--- config.mk ---
export PLATFORM = sky130hd
export DESIGN_NAME = csr_file
export DESIGN_NICKNAME = d
export VERILOG_FILES = /design/src/csr_pkg.sv /design/src/csr_file.sv /design/src/csr_read_mux.sv /design/src/csr_timer.sv /design/src/csr_trap_regs.sv /design/src/csr_write_arbiter.sv
export SDC_FILE = /design/constraint.sdc
export NUM_CORES = 1
export LEC_CHECK = 0
export BUFFER_PORTS_ARGS = -buffer_cell sky130_fd_sc_hd__buf_2
export CAP_MARGIN = 15
export CORE_MARGIN = 2
export CORE_UTILIZATION = 40
export CTS_BUF_LIST = sky130_fd_sc_hd__clkbuf_16
export DETAILED_ROUTE_END_ITERATION = 10
export PLACE_DENSITY_LB_ADDON = 0.3
export SLEW_MARGIN = 5
export SYNTH_ARGS = -nofsm -noshare
export SYNTH_HDL_FRONTEND = slang
export SYNTH_SLANG_ARGS = --single-unit
--- constraint.sdc ---
create_clock -name clk -period 5.9 [get_ports clk]
set_input_delay 0.295 -clock clk [delete_from_list [all_inputs] [get_ports clk]]
set_output_delay 0.295 -clock clk [all_outputs]
set_load 0.01 [all_outputs]
--- src/csr_pkg.sv ---
package csr_pkg;

    localparam int CSR_W      = 32;
    localparam int CSR_ADDR_W = 14;

    // kept CSR addresses act as the opcodes of the register file
    typedef enum logic [CSR_ADDR_W-1:0] {
        CSR_CRMD   = 14'h000,
        CSR_PRMD   = 14'h001,
        CSR_ECTL   = 14'h004,
        CSR_ESTAT  = 14'h005,
        CSR_ERA    = 14'h006,
        CSR_EENTRY = 14'h00c,
        CSR_SAVE0  = 14'h030,
        CSR_SAVE1  = 14'h031,
        CSR_SAVE2  = 14'h032,
        CSR_SAVE3  = 14'h033,
        CSR_TID    = 14'h040,
        CSR_TCFG   = 14'h041,
        CSR_TVAL   = 14'h042,
        CSR_CNTC   = 14'h043,
        CSR_TICLR  = 14'h044
    } csr_addr_e;

    // crmd
    localparam int CRMD_PLV_LO = 0;
    localparam int CRMD_PLV_W  = 2;
    localparam int CRMD_IE_LO  = 2;
    localparam int CRMD_IE_W   = 1;
    localparam int CRMD_DA_LO  = 3;
    localparam int CRMD_DA_W   = 1;

    // prmd
    localparam int PRMD_PPLV_LO = 0;
    localparam int PRMD_PPLV_W  = 2;
    localparam int PRMD_PIE_LO  = 2;
    localparam int PRMD_PIE_W   = 1;

    localparam int ECTL_LIE_LO = 0;
    localparam int ECTL_LIE_W  = 13;

    // estat
    localparam int ESTAT_IS_LO       = 0;
    localparam int ESTAT_IS_W        = 13;
    localparam int ESTAT_SWI_LO      = 0;
    localparam int ESTAT_SWI_W       = 2;
    localparam int ESTAT_HWI_LO      = 2;
    localparam int ESTAT_HWI_W       = 9;
    localparam int ESTAT_TI_LO       = 11;
    localparam int ESTAT_TI_W        = 1;
    localparam int ESTAT_ECODE_LO    = 16;
    localparam int ESTAT_ECODE_W     = 6;
    localparam int ESTAT_ESUBCODE_LO = 22;
    localparam int ESTAT_ESUBCODE_W  = 9;

    // timer config
    localparam int TCFG_EN_LO       = 0;
    localparam int TCFG_EN_W        = 1;
    localparam int TCFG_PERIODIC_LO = 1;
    localparam int TCFG_PERIODIC_W  = 1;
    localparam int TCFG_INITVAL_LO  = 2;
    localparam int TCFG_INITVAL_W   = 30;

    localparam int TICLR_CLR_LO = 0;
    localparam int TICLR_CLR_W  = 1;

    localparam int EENTRY_VA_LO = 6;
    localparam int EENTRY_VA_W  = 26;

    // direct address mode after reset
    localparam logic [CSR_W-1:0] CRMD_RESET = 32'h0000_0008;

    typedef struct packed {
        logic                we;
        csr_addr_e           addr;
        logic [CSR_W-1:0]    data;
    } csr_write_t;

    typedef struct packed {
        logic                          excp;
        logic                          ertn;
        logic [ESTAT_ECODE_W-1:0]      ecode;
        logic [ESTAT_ESUBCODE_W-1:0]   esubcode;
        logic [CSR_W-1:0]              era;
    } trap_event_t;

    typedef struct packed {
        logic [CSR_W-1:0]              crmd;
        logic [CSR_W-1:0]              prmd;
        logic [CSR_W-1:0]              ectl;
        logic [ESTAT_IS_W-1:0]         estat_lo;
        logic [ESTAT_ECODE_W-1:0]      ecode;
        logic [ESTAT_ESUBCODE_W-1:0]   esubcode;
        logic [CSR_W-1:0]              era;
        logic [CSR_W-1:0]              eentry;
        logic [3:0][CSR_W-1:0]         save;
    } trap_state_t;

    typedef struct packed {
        logic [CSR_W-1:0]    tcfg;
        logic [CSR_W-1:0]    tval;
        logic                ti;
        logic [CSR_W-1:0]    tid;
        logic [CSR_W-1:0]    cntc;
        logic [63:0]         stable;
    } timer_state_t;

endpackage

--- src/csr_file.sv ---
module csr_file
    import csr_pkg::*;
(
    input  logic                  clk,
    input  logic                  rst,

    input  csr_write_t            wr_a_i,
    input  csr_write_t            wr_b_i,
    input  trap_event_t           trap_i,
    input  logic [8:0]            hw_int_i,

    input  logic [CSR_ADDR_W-1:0] raddr_i,
    output logic [CSR_W-1:0]      rdata_o,

    output logic                  has_int_o,
    output logic [1:0]            plv_o,
    output logic [CSR_W-1:0]      eentry_o,
    output logic [CSR_W-1:0]      era_o,
    output logic [CSR_W-1:0]      tid_o,
    output logic [63:0]           timer_64_o
);

    csr_write_t   wr_sel;
    trap_state_t  trap_state;
    timer_state_t timer_state;

    csr_write_arbiter u_arbiter (
        .wr_a_i (wr_a_i),
        .wr_b_i (wr_b_i),
        .wr_o   (wr_sel)
    );

    csr_trap_regs u_trap_regs (
        .clk      (clk),
        .rst      (rst),
        .wr_i     (wr_sel),
        .trap_i   (trap_i),
        .hw_int_i (hw_int_i),
        .state_o  (trap_state)
    );

    csr_timer u_timer (
        .clk     (clk),
        .rst     (rst),
        .wr_i    (wr_sel),
        .state_o (timer_state)
    );

    csr_read_mux u_read_mux (
        .raddr_i   (raddr_i),
        .trap_i    (trap_state),
        .timer_i   (timer_state),
        .excp_i    (trap_i.excp),
        .ertn_i    (trap_i.ertn),
        .rdata_o   (rdata_o),
        .has_int_o (has_int_o),
        .plv_o     (plv_o),
        .stable_o  (timer_64_o)
    );

    // fetch side views
    assign eentry_o = trap_state.eentry;
    assign era_o    = trap_state.era;
    assign tid_o    = timer_state.tid;

endmodule

--- src/csr_read_mux.sv ---
module csr_read_mux
    import csr_pkg::*;
(
    input  logic [CSR_ADDR_W-1:0] raddr_i,
    input  trap_state_t           trap_i,
    input  timer_state_t          timer_i,
    input  logic                  excp_i,
    input  logic                  ertn_i,
    output logic [CSR_W-1:0]      rdata_o,
    output logic                  has_int_o,
    output logic [1:0]            plv_o,
    output logic [63:0]           stable_o
);

    logic [ESTAT_IS_W-1:0] is_bits;
    logic [CSR_W-1:0]      estat;

    // timer interrupt merged into IS
    always_comb begin
        is_bits = trap_i.estat_lo;
        is_bits[ESTAT_TI_LO +: ESTAT_TI_W] = timer_i.ti;
        estat = '0;
        estat[ESTAT_IS_LO +: ESTAT_IS_W]             = is_bits;
        estat[ESTAT_ECODE_LO +: ESTAT_ECODE_W]       = trap_i.ecode;
        estat[ESTAT_ESUBCODE_LO +: ESTAT_ESUBCODE_W] = trap_i.esubcode;
    end

    always_comb begin
        case (raddr_i)
            CSR_CRMD:   rdata_o = trap_i.crmd;
            CSR_PRMD:   rdata_o = trap_i.prmd;
            CSR_ECTL:   rdata_o = trap_i.ectl;
            CSR_ESTAT:  rdata_o = estat;
            CSR_ERA:    rdata_o = trap_i.era;
            CSR_EENTRY: rdata_o = trap_i.eentry;
            CSR_SAVE0:  rdata_o = trap_i.save[0];
            CSR_SAVE1:  rdata_o = trap_i.save[1];
            CSR_SAVE2:  rdata_o = trap_i.save[2];
            CSR_SAVE3:  rdata_o = trap_i.save[3];
            CSR_TID:    rdata_o = timer_i.tid;
            CSR_TCFG:   rdata_o = timer_i.tcfg;
            CSR_TVAL:   rdata_o = timer_i.tval;
            CSR_CNTC:   rdata_o = timer_i.cntc;
            // ticlr and unknown addresses read zero
            default:    rdata_o = '0;
        endcase
    end

    assign has_int_o = ((trap_i.ectl[ECTL_LIE_LO +: ECTL_LIE_W] & is_bits) != '0)
                       && trap_i.crmd[CRMD_IE_LO +: CRMD_IE_W] != '0;

    // privilege seen by the pipeline during a flush
    always_comb begin
        if (excp_i) begin
            plv_o = 2'b00;
        end else if (ertn_i) begin
            plv_o = trap_i.prmd[PRMD_PPLV_LO +: PRMD_PPLV_W];
        end else begin
            plv_o = trap_i.crmd[CRMD_PLV_LO +: CRMD_PLV_W];
        end
    end

    assign stable_o = timer_i.stable + {{32{timer_i.cntc[CSR_W-1]}}, timer_i.cntc};

endmodule

--- src/csr_timer.sv ---
module csr_timer
    import csr_pkg::*;
(
    input  logic         clk,
    input  logic         rst,
    input  csr_write_t   wr_i,
    output timer_state_t state_o
);

    logic [CSR_W-1:0] tcfg_q;
    logic [CSR_W-1:0] tval_q;
    logic [CSR_W-1:0] tid_q;
    logic [CSR_W-1:0] cntc_q;
    logic [63:0]      stable_q;
    logic             timer_en;
    logic             ti_q;
    logic             tcfg_we;
    logic             ticlr_clr;
    logic             timeout;
    logic             periodic;

    assign tcfg_we   = wr_i.we && (wr_i.addr == CSR_TCFG);
    assign ticlr_clr = wr_i.we && (wr_i.addr == CSR_TICLR)
                       && wr_i.data[TICLR_CLR_LO +: TICLR_CLR_W] != '0;
    assign timeout   = timer_en && (tval_q == '0);
    assign periodic  = tcfg_q[TCFG_PERIODIC_LO +: TCFG_PERIODIC_W] != '0;

    always_ff @(posedge clk) begin
        if (rst) begin
            tcfg_q <= '0;
        end else if (tcfg_we) begin
            tcfg_q <= wr_i.data;
        end
    end

    // countdown with reload of initval times four
    always_ff @(posedge clk) begin
        if (rst) begin
            timer_en <= 1'b0;
            tval_q   <= '0;
        end else if (tcfg_we) begin
            timer_en <= wr_i.data[TCFG_EN_LO +: TCFG_EN_W] != '0;
            tval_q   <= {wr_i.data[TCFG_INITVAL_LO +: TCFG_INITVAL_W], 2'b00};
        end else if (timeout) begin
            timer_en <= periodic;
            tval_q   <= periodic ? {tcfg_q[TCFG_INITVAL_LO +: TCFG_INITVAL_W], 2'b00} : '1;
        end else if (timer_en) begin
            tval_q <= tval_q - 1'b1;
        end
    end

    // clear wins over a new timeout
    always_ff @(posedge clk) begin
        if (rst) begin
            ti_q <= 1'b0;
        end else if (ticlr_clr) begin
            ti_q <= 1'b0;
        end else if (timeout) begin
            ti_q <= 1'b1;
        end
    end

    always_ff @(posedge clk) begin
        if (rst) begin
            stable_q <= '0;
            cntc_q   <= '0;
            tid_q    <= '0;
        end else begin
            stable_q <= stable_q + 64'd1;
            if (wr_i.we && wr_i.addr == CSR_CNTC) begin
                cntc_q <= wr_i.data;
            end
            if (wr_i.we && wr_i.addr == CSR_TID) begin
                tid_q <= wr_i.data;
            end
        end
    end

    assign state_o = '{
        tcfg:   tcfg_q,
        tval:   tval_q,
        ti:     ti_q,
        tid:    tid_q,
        cntc:   cntc_q,
        stable: stable_q
    };

endmodule

--- src/csr_trap_regs.sv ---
module csr_trap_regs
    import csr_pkg::*;
(
    input  logic        clk,
    input  logic        rst,
    input  csr_write_t  wr_i,
    input  trap_event_t trap_i,
    input  logic [8:0]  hw_int_i,
    output trap_state_t state_o
);

    logic [CSR_W-1:0]            crmd_q;
    logic [CSR_W-1:0]            prmd_q;
    logic [CSR_W-1:0]            ectl_q;
    logic [ESTAT_SWI_W-1:0]      swi_q;
    logic [ESTAT_HWI_W-1:0]      hwi_q;
    logic [ESTAT_ECODE_W-1:0]    ecode_q;
    logic [ESTAT_ESUBCODE_W-1:0] esubcode_q;
    logic [CSR_W-1:0]            era_q;
    logic [EENTRY_VA_W-1:0]      eentry_va_q;
    logic [3:0][CSR_W-1:0]       save_q;

    function automatic logic hit(csr_write_t wr, csr_addr_e addr);
        return wr.we && (wr.addr == addr);
    endfunction

    // crmd
    always_ff @(posedge clk) begin
        if (rst) begin
            crmd_q <= CRMD_RESET;
        end else if (trap_i.excp) begin
            crmd_q[CRMD_PLV_LO +: CRMD_PLV_W] <= '0;
            crmd_q[CRMD_IE_LO +: CRMD_IE_W]   <= '0;
        end else if (trap_i.ertn) begin
            crmd_q[CRMD_PLV_LO +: CRMD_PLV_W] <= prmd_q[PRMD_PPLV_LO +: PRMD_PPLV_W];
            crmd_q[CRMD_IE_LO +: CRMD_IE_W]   <= prmd_q[PRMD_PIE_LO +: PRMD_PIE_W];
        end else if (hit(wr_i, CSR_CRMD)) begin
            crmd_q[CRMD_PLV_LO +: CRMD_PLV_W] <= wr_i.data[CRMD_PLV_LO +: CRMD_PLV_W];
            crmd_q[CRMD_IE_LO +: CRMD_IE_W]   <= wr_i.data[CRMD_IE_LO +: CRMD_IE_W];
            crmd_q[CRMD_DA_LO +: CRMD_DA_W]   <= wr_i.data[CRMD_DA_LO +: CRMD_DA_W];
        end
    end

    // prmd keeps the state interrupted by the exception
    always_ff @(posedge clk) begin
        if (rst) begin
            prmd_q <= '0;
        end else if (trap_i.excp) begin
            prmd_q[PRMD_PPLV_LO +: PRMD_PPLV_W] <= crmd_q[CRMD_PLV_LO +: CRMD_PLV_W];
            prmd_q[PRMD_PIE_LO +: PRMD_PIE_W]   <= crmd_q[CRMD_IE_LO +: CRMD_IE_W];
        end else if (hit(wr_i, CSR_PRMD)) begin
            prmd_q[PRMD_PPLV_LO +: PRMD_PPLV_W] <= wr_i.data[PRMD_PPLV_LO +: PRMD_PPLV_W];
            prmd_q[PRMD_PIE_LO +: PRMD_PIE_W]   <= wr_i.data[PRMD_PIE_LO +: PRMD_PIE_W];
        end
    end

    always_ff @(posedge clk) begin
        if (rst) begin
            ectl_q <= '0;
        end else if (hit(wr_i, CSR_ECTL)) begin
            ectl_q[ECTL_LIE_LO +: ECTL_LIE_W] <= wr_i.data[ECTL_LIE_LO +: ECTL_LIE_W];
        end
    end

    // estat sw bits, sampled hw lines and exception code
    always_ff @(posedge clk) begin
        if (rst) begin
            swi_q      <= '0;
            hwi_q      <= '0;
            ecode_q    <= '0;
            esubcode_q <= '0;
        end else begin
            hwi_q <= hw_int_i;
            if (trap_i.excp) begin
                ecode_q    <= trap_i.ecode;
                esubcode_q <= trap_i.esubcode;
            end else if (hit(wr_i, CSR_ESTAT)) begin
                swi_q <= wr_i.data[ESTAT_SWI_LO +: ESTAT_SWI_W];
            end
        end
    end

    always_ff @(posedge clk) begin
        if (trap_i.excp) begin
            era_q <= trap_i.era;
        end else if (hit(wr_i, CSR_ERA)) begin
            era_q <= wr_i.data;
        end
    end

    always_ff @(posedge clk) begin
        if (hit(wr_i, CSR_EENTRY)) begin
            eentry_va_q <= wr_i.data[EENTRY_VA_LO +: EENTRY_VA_W];
        end
    end

    // scratch registers
    always_ff @(posedge clk) begin
        if (wr_i.we) begin
            case (wr_i.addr)
                CSR_SAVE0: save_q[0] <= wr_i.data;
                CSR_SAVE1: save_q[1] <= wr_i.data;
                CSR_SAVE2: save_q[2] <= wr_i.data;
                CSR_SAVE3: save_q[3] <= wr_i.data;
                default: ;
            endcase
        end
    end

    always_comb begin
        state_o          = '0;
        state_o.crmd     = crmd_q;
        state_o.prmd     = prmd_q;
        state_o.ectl     = ectl_q;
        // bit 11 belongs to the timer
        state_o.estat_lo[ESTAT_SWI_LO +: ESTAT_SWI_W] = swi_q;
        state_o.estat_lo[ESTAT_HWI_LO +: ESTAT_HWI_W] = hwi_q;
        state_o.ecode    = ecode_q;
        state_o.esubcode = esubcode_q;
        state_o.era      = era_q;
        state_o.eentry[EENTRY_VA_LO +: EENTRY_VA_W] = eentry_va_q;
        state_o.save     = save_q;
    end

endmodule

--- src/csr_write_arbiter.sv ---
module csr_write_arbiter
    import csr_pkg::*;
(
    input  csr_write_t wr_a_i,
    input  csr_write_t wr_b_i,
    output csr_write_t wr_o
);

    csr_write_t pick;
    logic       addr_ok;

    // port 1 first
    always_comb begin
        if (wr_a_i.we) begin
            pick = wr_a_i;
        end else if (wr_b_i.we) begin
            pick = wr_b_i;
        end else begin
            pick = '{we: 1'b0, addr: CSR_CRMD, data: '0};
        end
    end

    always_comb begin
        case (pick.addr)
            CSR_CRMD, CSR_PRMD, CSR_ECTL, CSR_ESTAT, CSR_ERA, CSR_EENTRY,
            CSR_SAVE0, CSR_SAVE1, CSR_SAVE2, CSR_SAVE3,
            CSR_TID, CSR_TCFG, CSR_TVAL, CSR_CNTC, CSR_TICLR: addr_ok = 1'b1;
            default: addr_ok = 1'b0;
        endcase
    end

    // unknown targets turn into an idle write
    assign wr_o = '{we: pick.we & addr_ok, addr: pick.addr, data: pick.data};

endmodule
==> impl_metrics.toml, run 1 <==
[setup_path]
worstSetupPathType = "flip-flop to primary output"
reg2reg_from = "u_timer.stable_q[1]$_SDFF_PP0_"
crit_chain = "ha_1, fa_1, a211oi_1, o21ai_0, nand3_1, a2111o_1, a31o_2, a21o_1, a211oi_1, a41oi_1, o21bai_1, xor2_1, buf_2"
cpPeakStageDelay_ns = 0.54
rrSetupSlack_ns = 2.48
rr_endpoint = "u_timer.stable_q[58]$_SDFF_PP0_"
cp_max_fo = 4
reg2reg_depth = 10
critPathLaunchType = "flip-flop"
cp_slowest_cell = "a2111o_1"
arrival_ns = 4.47
cp.required_ns = 5.61
critPathMostFrequentCell = "a211oi_1"
critPathCaptureType = "primary output"

[detailed_routing]
vias = 20500
drc = 0
postRouteAntennaNets = 0
viasPerCell = 5.85
first_iter_violations = 2345
routed_wirelength_um = 80700
wire_per_inst_um = 23.0
firstDrtPassIters = 6

[global_route]
first_global_vias = 19300
grt_pass1_wl_um = 119000
gr-total-overflow = 0
grt_max_degree = 108
use_met2 = 0.396
antenna_found_initial = 4
globalRouteMet3Util = 0.0594
grt_use_total = 0.261
met1_usage = 0.370
busiest_layer = "met2"

[cts]
cts_tree = "done"
cts.sinks = 426
cts.clk_slew.worst_paths_ns = 0.06
cts-htree-levels = 2
insertion_delay_ns = 0.61
root_buffer = "clkbuf_16"
clock_path_buffers = 3
post_cts_resized = 0
cts_made_buffers = 48

[logic_synthesis]
ys_top_cells_by_count = "nor2_1, dfxtp_1, nand2_1, edfxtp_1, a21oi_1"
yosysMostFrequentCell = "nor2_1"
synth-compound-area-share = 0.217
async_flop_share = 0
syn_area_um2 = 23000
seq_area_frac_synth = 0.452
ys.flop_type = "dfxtp_1"
synth_top_area_cell = "edfxtp_1"
synth_edf_count = 186
synth_top_family_by_area = "compound AO/OA/AOI/OAI gates"
synthTopCellsByArea = "edfxtp_1, dfxtp_1, nor2_1"
yosys_warnings = 0
syn_area_per_cell_um2 = 9.41
synth-simple-area-share = 0.151
synth_top_area_share = 0.243
synth_xor_area_frac = 0.0431
synth_fa_ha_area_frac = 0.0368
syn_inst = 2440
ys_ff_latch = 426
muxShareOfSynthArea = 0.0323
yosysUniqueCellTypes = 90

[placement]
placedCellCount = 3356
io_buffers = 356
pre_cts_ws_ns = 1.90
dpl_cell_area_um2 = 24900
dpl.hpwl_um = 58100
gp_congestion = 0.935

[die]
core_area_um2 = 56600
dieHeight_um = 244
die_area_um2 = 59300
die_w_um = 244
num_rows = 87
io_pins = 363
floorplan.initialDensity = 0.406

[final_layout]
drive_gt1_frac = 0.204
diodes = 0
area_growth_pct = 17.9
final_nets = 2939
layoutNonFillerInstCount = 3500
final_area_um2 = 27100
fill_cells = 5319

[worst_hold_path]
hold_class = "input pin to flip-flop"
min_to = "u_trap_regs.era_q[31]$_DFFE_PP_"
min_from = "trap_i[31]"
holdPathStages = 2

[sta]
slew_viol_final = 0
fin_ws_ns = 1.13
rsz0062_at_grt = "false"
min_period_ns = 4.77
setup_tns_ns = 0
finalHoldViolCount = 0
slew_headroom = 0.240
setup_violations = 0
fmax_ghz = 0.210
fin_skew_ns = 0.0224
tightest_slew_ns = 1.14
post-route-period-util = 0.808

[power]
p_per_area_nw_per_um2 = 255
power_mw = 6.90
leakagePower_nw = 10.5
vdd_drop_max_uv = 226

[outcome]
outcome = "complete, no violations"

[run]
drv_cap = 0
==> critical path: cells and delay by family (launching register included) <==
kind            cells  cell delay [ns]
compound gates      8             2.48
simple gates        1             0.22
fa+ha+maj           2             0.45
buf+inv             1             0.16
flops               1             0.38
xor+xnor            1             0.17
==> state kept, by name, summed over array words and instances, names as in the netlist <==
register / flops
u_trap_regs.swi_q: 2
u_trap_regs.eentry_va_q: 26
u_timer.cntc_q: 32
u_trap_regs.hwi_q: 9
u_timer.ti_q: 1
u_trap_regs.state_o: 128
u_timer.timer_en: 1
u_timer.tcfg_q: 32
u_trap_regs.ecode_q: 6
u_timer.stable_q: 64
u_trap_regs.esubcode_q: 9
u_trap_regs.ectl_q: 13
u_trap_regs.crmd_q: 4
u_trap_regs.prmd_q: 3
u_trap_regs.era_q: 32
u_timer.tval_q: 32
u_timer.tid_q: 32
==> final cells by class <==
| class | instances | area (um^2) | share of cell area |
|---|---|---|---|
| multi-input combinational | 1711 | 11200 | 0.412 |
| tap | 756 | 946 | 0.0349 |
| sequential | 426 | 10400 | 0.384 |
| inverter | 63 | 236 | 0.00874 |
| clock buffer | 48 | 1200 | 0.0444 |
| clock inverter | 42 | 477 | 0.0176 |
| timing repair buffer | 454 | 2660 | 0.0982 |
==> stage by stage <==
step / util / hold WS, ns
floorplan: - / 0.423
global placement: 0.439 / 0.448
detailed placement: 0.439 / 0.463
CTS: 0.478 / 0.0340
global route: 0.478 / 0.0255
finish: 0.478 / 0.0442
==> worst max path at each step <==
stage	startpoint	end	cells past startpoint
2_1_floorplan	wr_b_i[46]	u_trap_regs.state_o[0]$_DFFE_PP_	9
3_3_place_gp	u_timer.stable_q[0]$_SDFF_PP0_	timer_64_o[62]	13
3_5_place_dp	u_timer.stable_q[0]$_SDFF_PP0_	timer_64_o[62]	13
4_1_cts	u_timer.stable_q[0]$_SDFF_PP0_	timer_64_o[62]	13
5_1_grt	u_timer.cntc_q[31]$_SDFFE_PP0P_	timer_64_o[56]	13
6_report	u_timer.stable_q[0]$_SDFF_PP0_	timer_64_o[62]	13
==> layer usage <==
layer / vias up / share of wire
met5: - / 0.00067
met4: 8 / 0.029
met3: 126 / 0.10
met2: 994 / 0.43
met1: 9877 / 0.44
li1: 9482 / -
==> repair_timing <==
item,in CTS,in global routing
setup buffers,0,0
hold endpoints to repair,54,0
hold buffers,54,0
endpoints found under the setup margin,0,0
==> cells by family after synthesis <==
family	after synthesis
muxes	70
adders and majority gates	67
xor gates and xnor gates	113
AOI/OAI and AO/OA	718
buffers and inverters	308
other	1
DFF	426
and+or+nand+nor	737
==> where the power goes <==
part / internal (mW) / switching (mW)
Combinational: 0.200 / 0.331
Sequential: 3.14 / 0.0441
Clock: 1.89 / 1.29
Total: 5.24 / 1.67
==> placed cells by master, fill, tap and decap left out, drive strengths merged, types with 16 or more instances in the layout <==
cell type,Yosys,final
clkbuf,132,48
a21o,28,28
nor2b,24,24
dfxtp,240,240
nor3,34,34
a22oi,127,127
o21ai,108,108
nand3,64,64
and3,17,17
nand2,188,188
nand4,45,45
a221oi,40,40
a211oi,120,120
inv,62,70
a31oi,16,16
nor2,271,271
or3,25,25
ha,66,66
buf,113,400
nand2b,16,16
a21oi,147,147
mux2,33,33
xnor2,49,49
dlygate4sd3,0,54
edfxtp,186,186
clkinv,1,18
mux2i,37,37
a22o,21,21
xor2,64,64
Power figures use the tool's default switching activity.
==> inputs of run 2 (changes only) <==
Settings changed: ABC_AREA set to 1.
Clock period 5.9 ns to 4.4 ns, I/O delays scaled along.
==> run 2 against run 1 <==
Critical endpoint is now timer_64_o[42]. Global-route usage grew 3.5 points. Via count grew 25%. Sequential share of layout area shrank 3.5 points. Largest cell class unchanged. Non-clock buffer count grew 6. Largest power group unchanged. Highest routed layer unchanged. Clock skew grew 0.0098 ns.
==> impl_metrics.toml, run 2 <==
[setup_path]
reg2reg_depth = 12
cp.required_ns = 4.18
cpPeakStageDelay_ns = 0.44
worstSetupPathType = "flip-flop to primary output"
critPathLaunchType = "flip-flop"
critPathCaptureType = "primary output"
cp_max_fo = 4
reg2reg_from = "u_timer.tval_q[8]$_SDFFE_PP0P_"
arrival_ns = 3.86
cp_slowest_cell = "o21ai_1"
rrSetupSlack_ns = 1.51
critPathMostFrequentCell = "nand2_1"
rr_endpoint = "u_timer.tval_q[17]$_SDFFE_PP0P_"
crit_chain = "ha_1, fa_1, nand2_1, nand3_1, o21ai_0, o21ai_2, buf_4, a21boi_0, o21ai_1, nand2_1, nand2_1, nand2_1, a21o_1, nand2_1, buf_2"

[sta]
min_period_ns = 4.08
fin_ws_ns = 0.316
finalHoldViolCount = 0
slew_viol_final = 0
fmax_ghz = 0.245
rsz0062_at_grt = "false"
slew_headroom = 0.280
fin_skew_ns = 0.0322
setup_tns_ns = 0
post-route-period-util = 0.928
tightest_slew_ns = 1.08
setup_violations = 0

[logic_synthesis]
async_flop_share = 0
synth_edf_count = 186
synth_top_area_share = 0.218
syn_inst = 3542
ys_ff_latch = 426
yosysMostFrequentCell = "nand2_1"
syn_area_per_cell_um2 = 7.25
yosys_warnings = 0
yosysUniqueCellTypes = 56
ys.flop_type = "dfxtp_1"
synthTopCellsByArea = "edfxtp_1, dfxtp_1, nand2_1"
seq_area_frac_synth = 0.405
ys_top_cells_by_count = "nand2_1, inv_1, nor2_1, dfxtp_1, o21ai_0"
synth_top_area_cell = "edfxtp_1"
syn_area_um2 = 25700

[final_layout]
drive_gt1_frac = 0.127
post-route-util = 0.470
final_nets = 4085
diodes = 0
fill_cells = 6508
layout_common_cells = "nand2_1, inv_1, nor2_1"
largest_register_ffs = 128
area_growth_pct = 16.0
layoutNonFillerInstCount = 4735
layout_commonest_cell = "nand2_1"

[die]
floorplan.initialDensity = 0.406
dieHeight_um = 257
io_pins = 363
core_area_um2 = 63300
die_w_um = 257
num_rows = 92
die_area_um2 = 66200

[run]
drv_cap = 0

[cts]
cts_made_buffers = 48
root_buffer = "clkbuf_16"
clock_path_buffers = 3
cts.clk_slew.worst_paths_ns = 0.06
cts_tree = "done"
post_cts_resized = 0
insertion_delay_ns = 0.61
cts-htree-levels = 2
cts.sinks = 426

[placement]
dpl.hpwl_um = 76800
placedCellCount = 4586
pre_cts_ws_ns = 0.747
io_buffers = 356
gp_congestion = 1.05

[worst_hold_path]
holdPathStages = 3
min_from = "wr_b_i[21]"
min_to = "u_timer.cntc_q[21]$_SDFFE_PP0P_"
hold_class = "input pin to flip-flop"

[power]
leakagePower_nw = 13.6
vdd_drop_max_uv = 323
p_per_area_nw_per_um2 = 289

[detailed_routing]
wire_per_inst_um = 21.2
drc = 0
viasPerCell = 5.42
first_iter_violations = 2638
routed_wirelength_um = 101000
firstDrtPassIters = 6
postRouteAntennaNets = 0
vias = 25700

[global_route]
grt_max_degree = 90
grt_use_total = 0.295
met1_usage = 0.378
first_global_vias = 24200
globalRouteMet3Util = 0.0313
busiest_layer = "met2"
use_met2 = 0.505
gr-total-overflow = 0
grt_pass1_wl_um = 149000
antenna_found_initial = 2

[outcome]
outcome = "complete, no violations"
==> run 2: kinds of logic after synthesis <==
family | count (synthesis) | synth area share
AOI/OAI and AO/OA | 737 | 0.169
and+or+nand+nor | 1434 | 0.234
other | 1 | 0.000146
adders and majority gates | 67 | 0.0329
DFF | 426 | 0.405
xor gates and xnor gates | 80 | 0.0273
buffers and inverters | 797 | 0.132
==> run 2: layer usage <==
metal  up-vias  wire, um
met5         -        18
met4         2      4740
met3       217      6720
met2      1112     47900
met1     12000     41200
li1      12300         -
==> run 2: final cells by class <==
| type | count | area (um^2) | share of cell area |
|---|---|---|---|
| well taps | 846 | 1060 | 0.0356 |
| multi-input cells | 2324 | 11900 | 0.401 |
| repair buffers | 460 | 2710 | 0.0910 |
| clock buffers | 48 | 1200 | 0.0403 |
| flip-flops and latches | 426 | 10400 | 0.349 |
| clock inverters | 41 | 265 | 0.00891 |
| inverters | 590 | 2220 | 0.0745 |
==> run 2: worst max-delay path by stage <==
stage	slack, ns	cells past startpoint	from	to
finish	0.32	15	u_timer.cntc_q[0]$_SDFFE_PP0P_	timer_64_o[42]
global route	0.07	16	u_timer.stable_q[0]$_SDFF_PP0_	timer_64_o[58]
CTS	0.1	14	u_timer.stable_q[0]$_SDFF_PP0_	timer_64_o[42]
detailed placement	0.75	14	u_timer.cntc_q[0]$_SDFFE_PP0P_	timer_64_o[42]
global placement	0.75	14	u_timer.stable_q[0]$_SDFF_PP0_	timer_64_o[42]
floorplan	1.22	9	wr_a_i[46]	u_trap_regs.eentry_va_q[0]$_DFFE_PP_
==> run 2: metrics by stage <==
stage | power (mW) | area [um^2] | hold WS [ns]
6_report | 8.62 | 29800 | 0.0280
5_1_grt | 8.84 | 29800 | 0.0368
4_1_cts | 8.63 | 29800 | 0.00350
3_5_place_dp | 4.87 | 27700 | 0.428
3_3_place_gp | 4.87 | 27700 | 0.428
2_1_floorplan | 4.63 | 25700 | 0.327
==> run 2: where the power goes <==
part,internal (mW),switching (mW)
Clock,2.06,1.71
Combinational,0.207,0.401
Sequential,4.19,0.0446
==> run 2: worst max-delay path: cells and delay by family, from the launching register on <==
kind,cells,cell delay [ns]
DFF,1,0.38
and+or+nand+nor,6,0.56
adders and majority gates,2,0.63
buffers and inverters,2,0.30
AOI/OAI and AO/OA,5,1.39
==> run 2: repair_timing <==
action | CTS | global route
hold buffers | 58 | 0
endpoints found under the hold margin | 58 | 0
setup endpoints to repair | 0 | 3
buffers inserted | 0 | 2
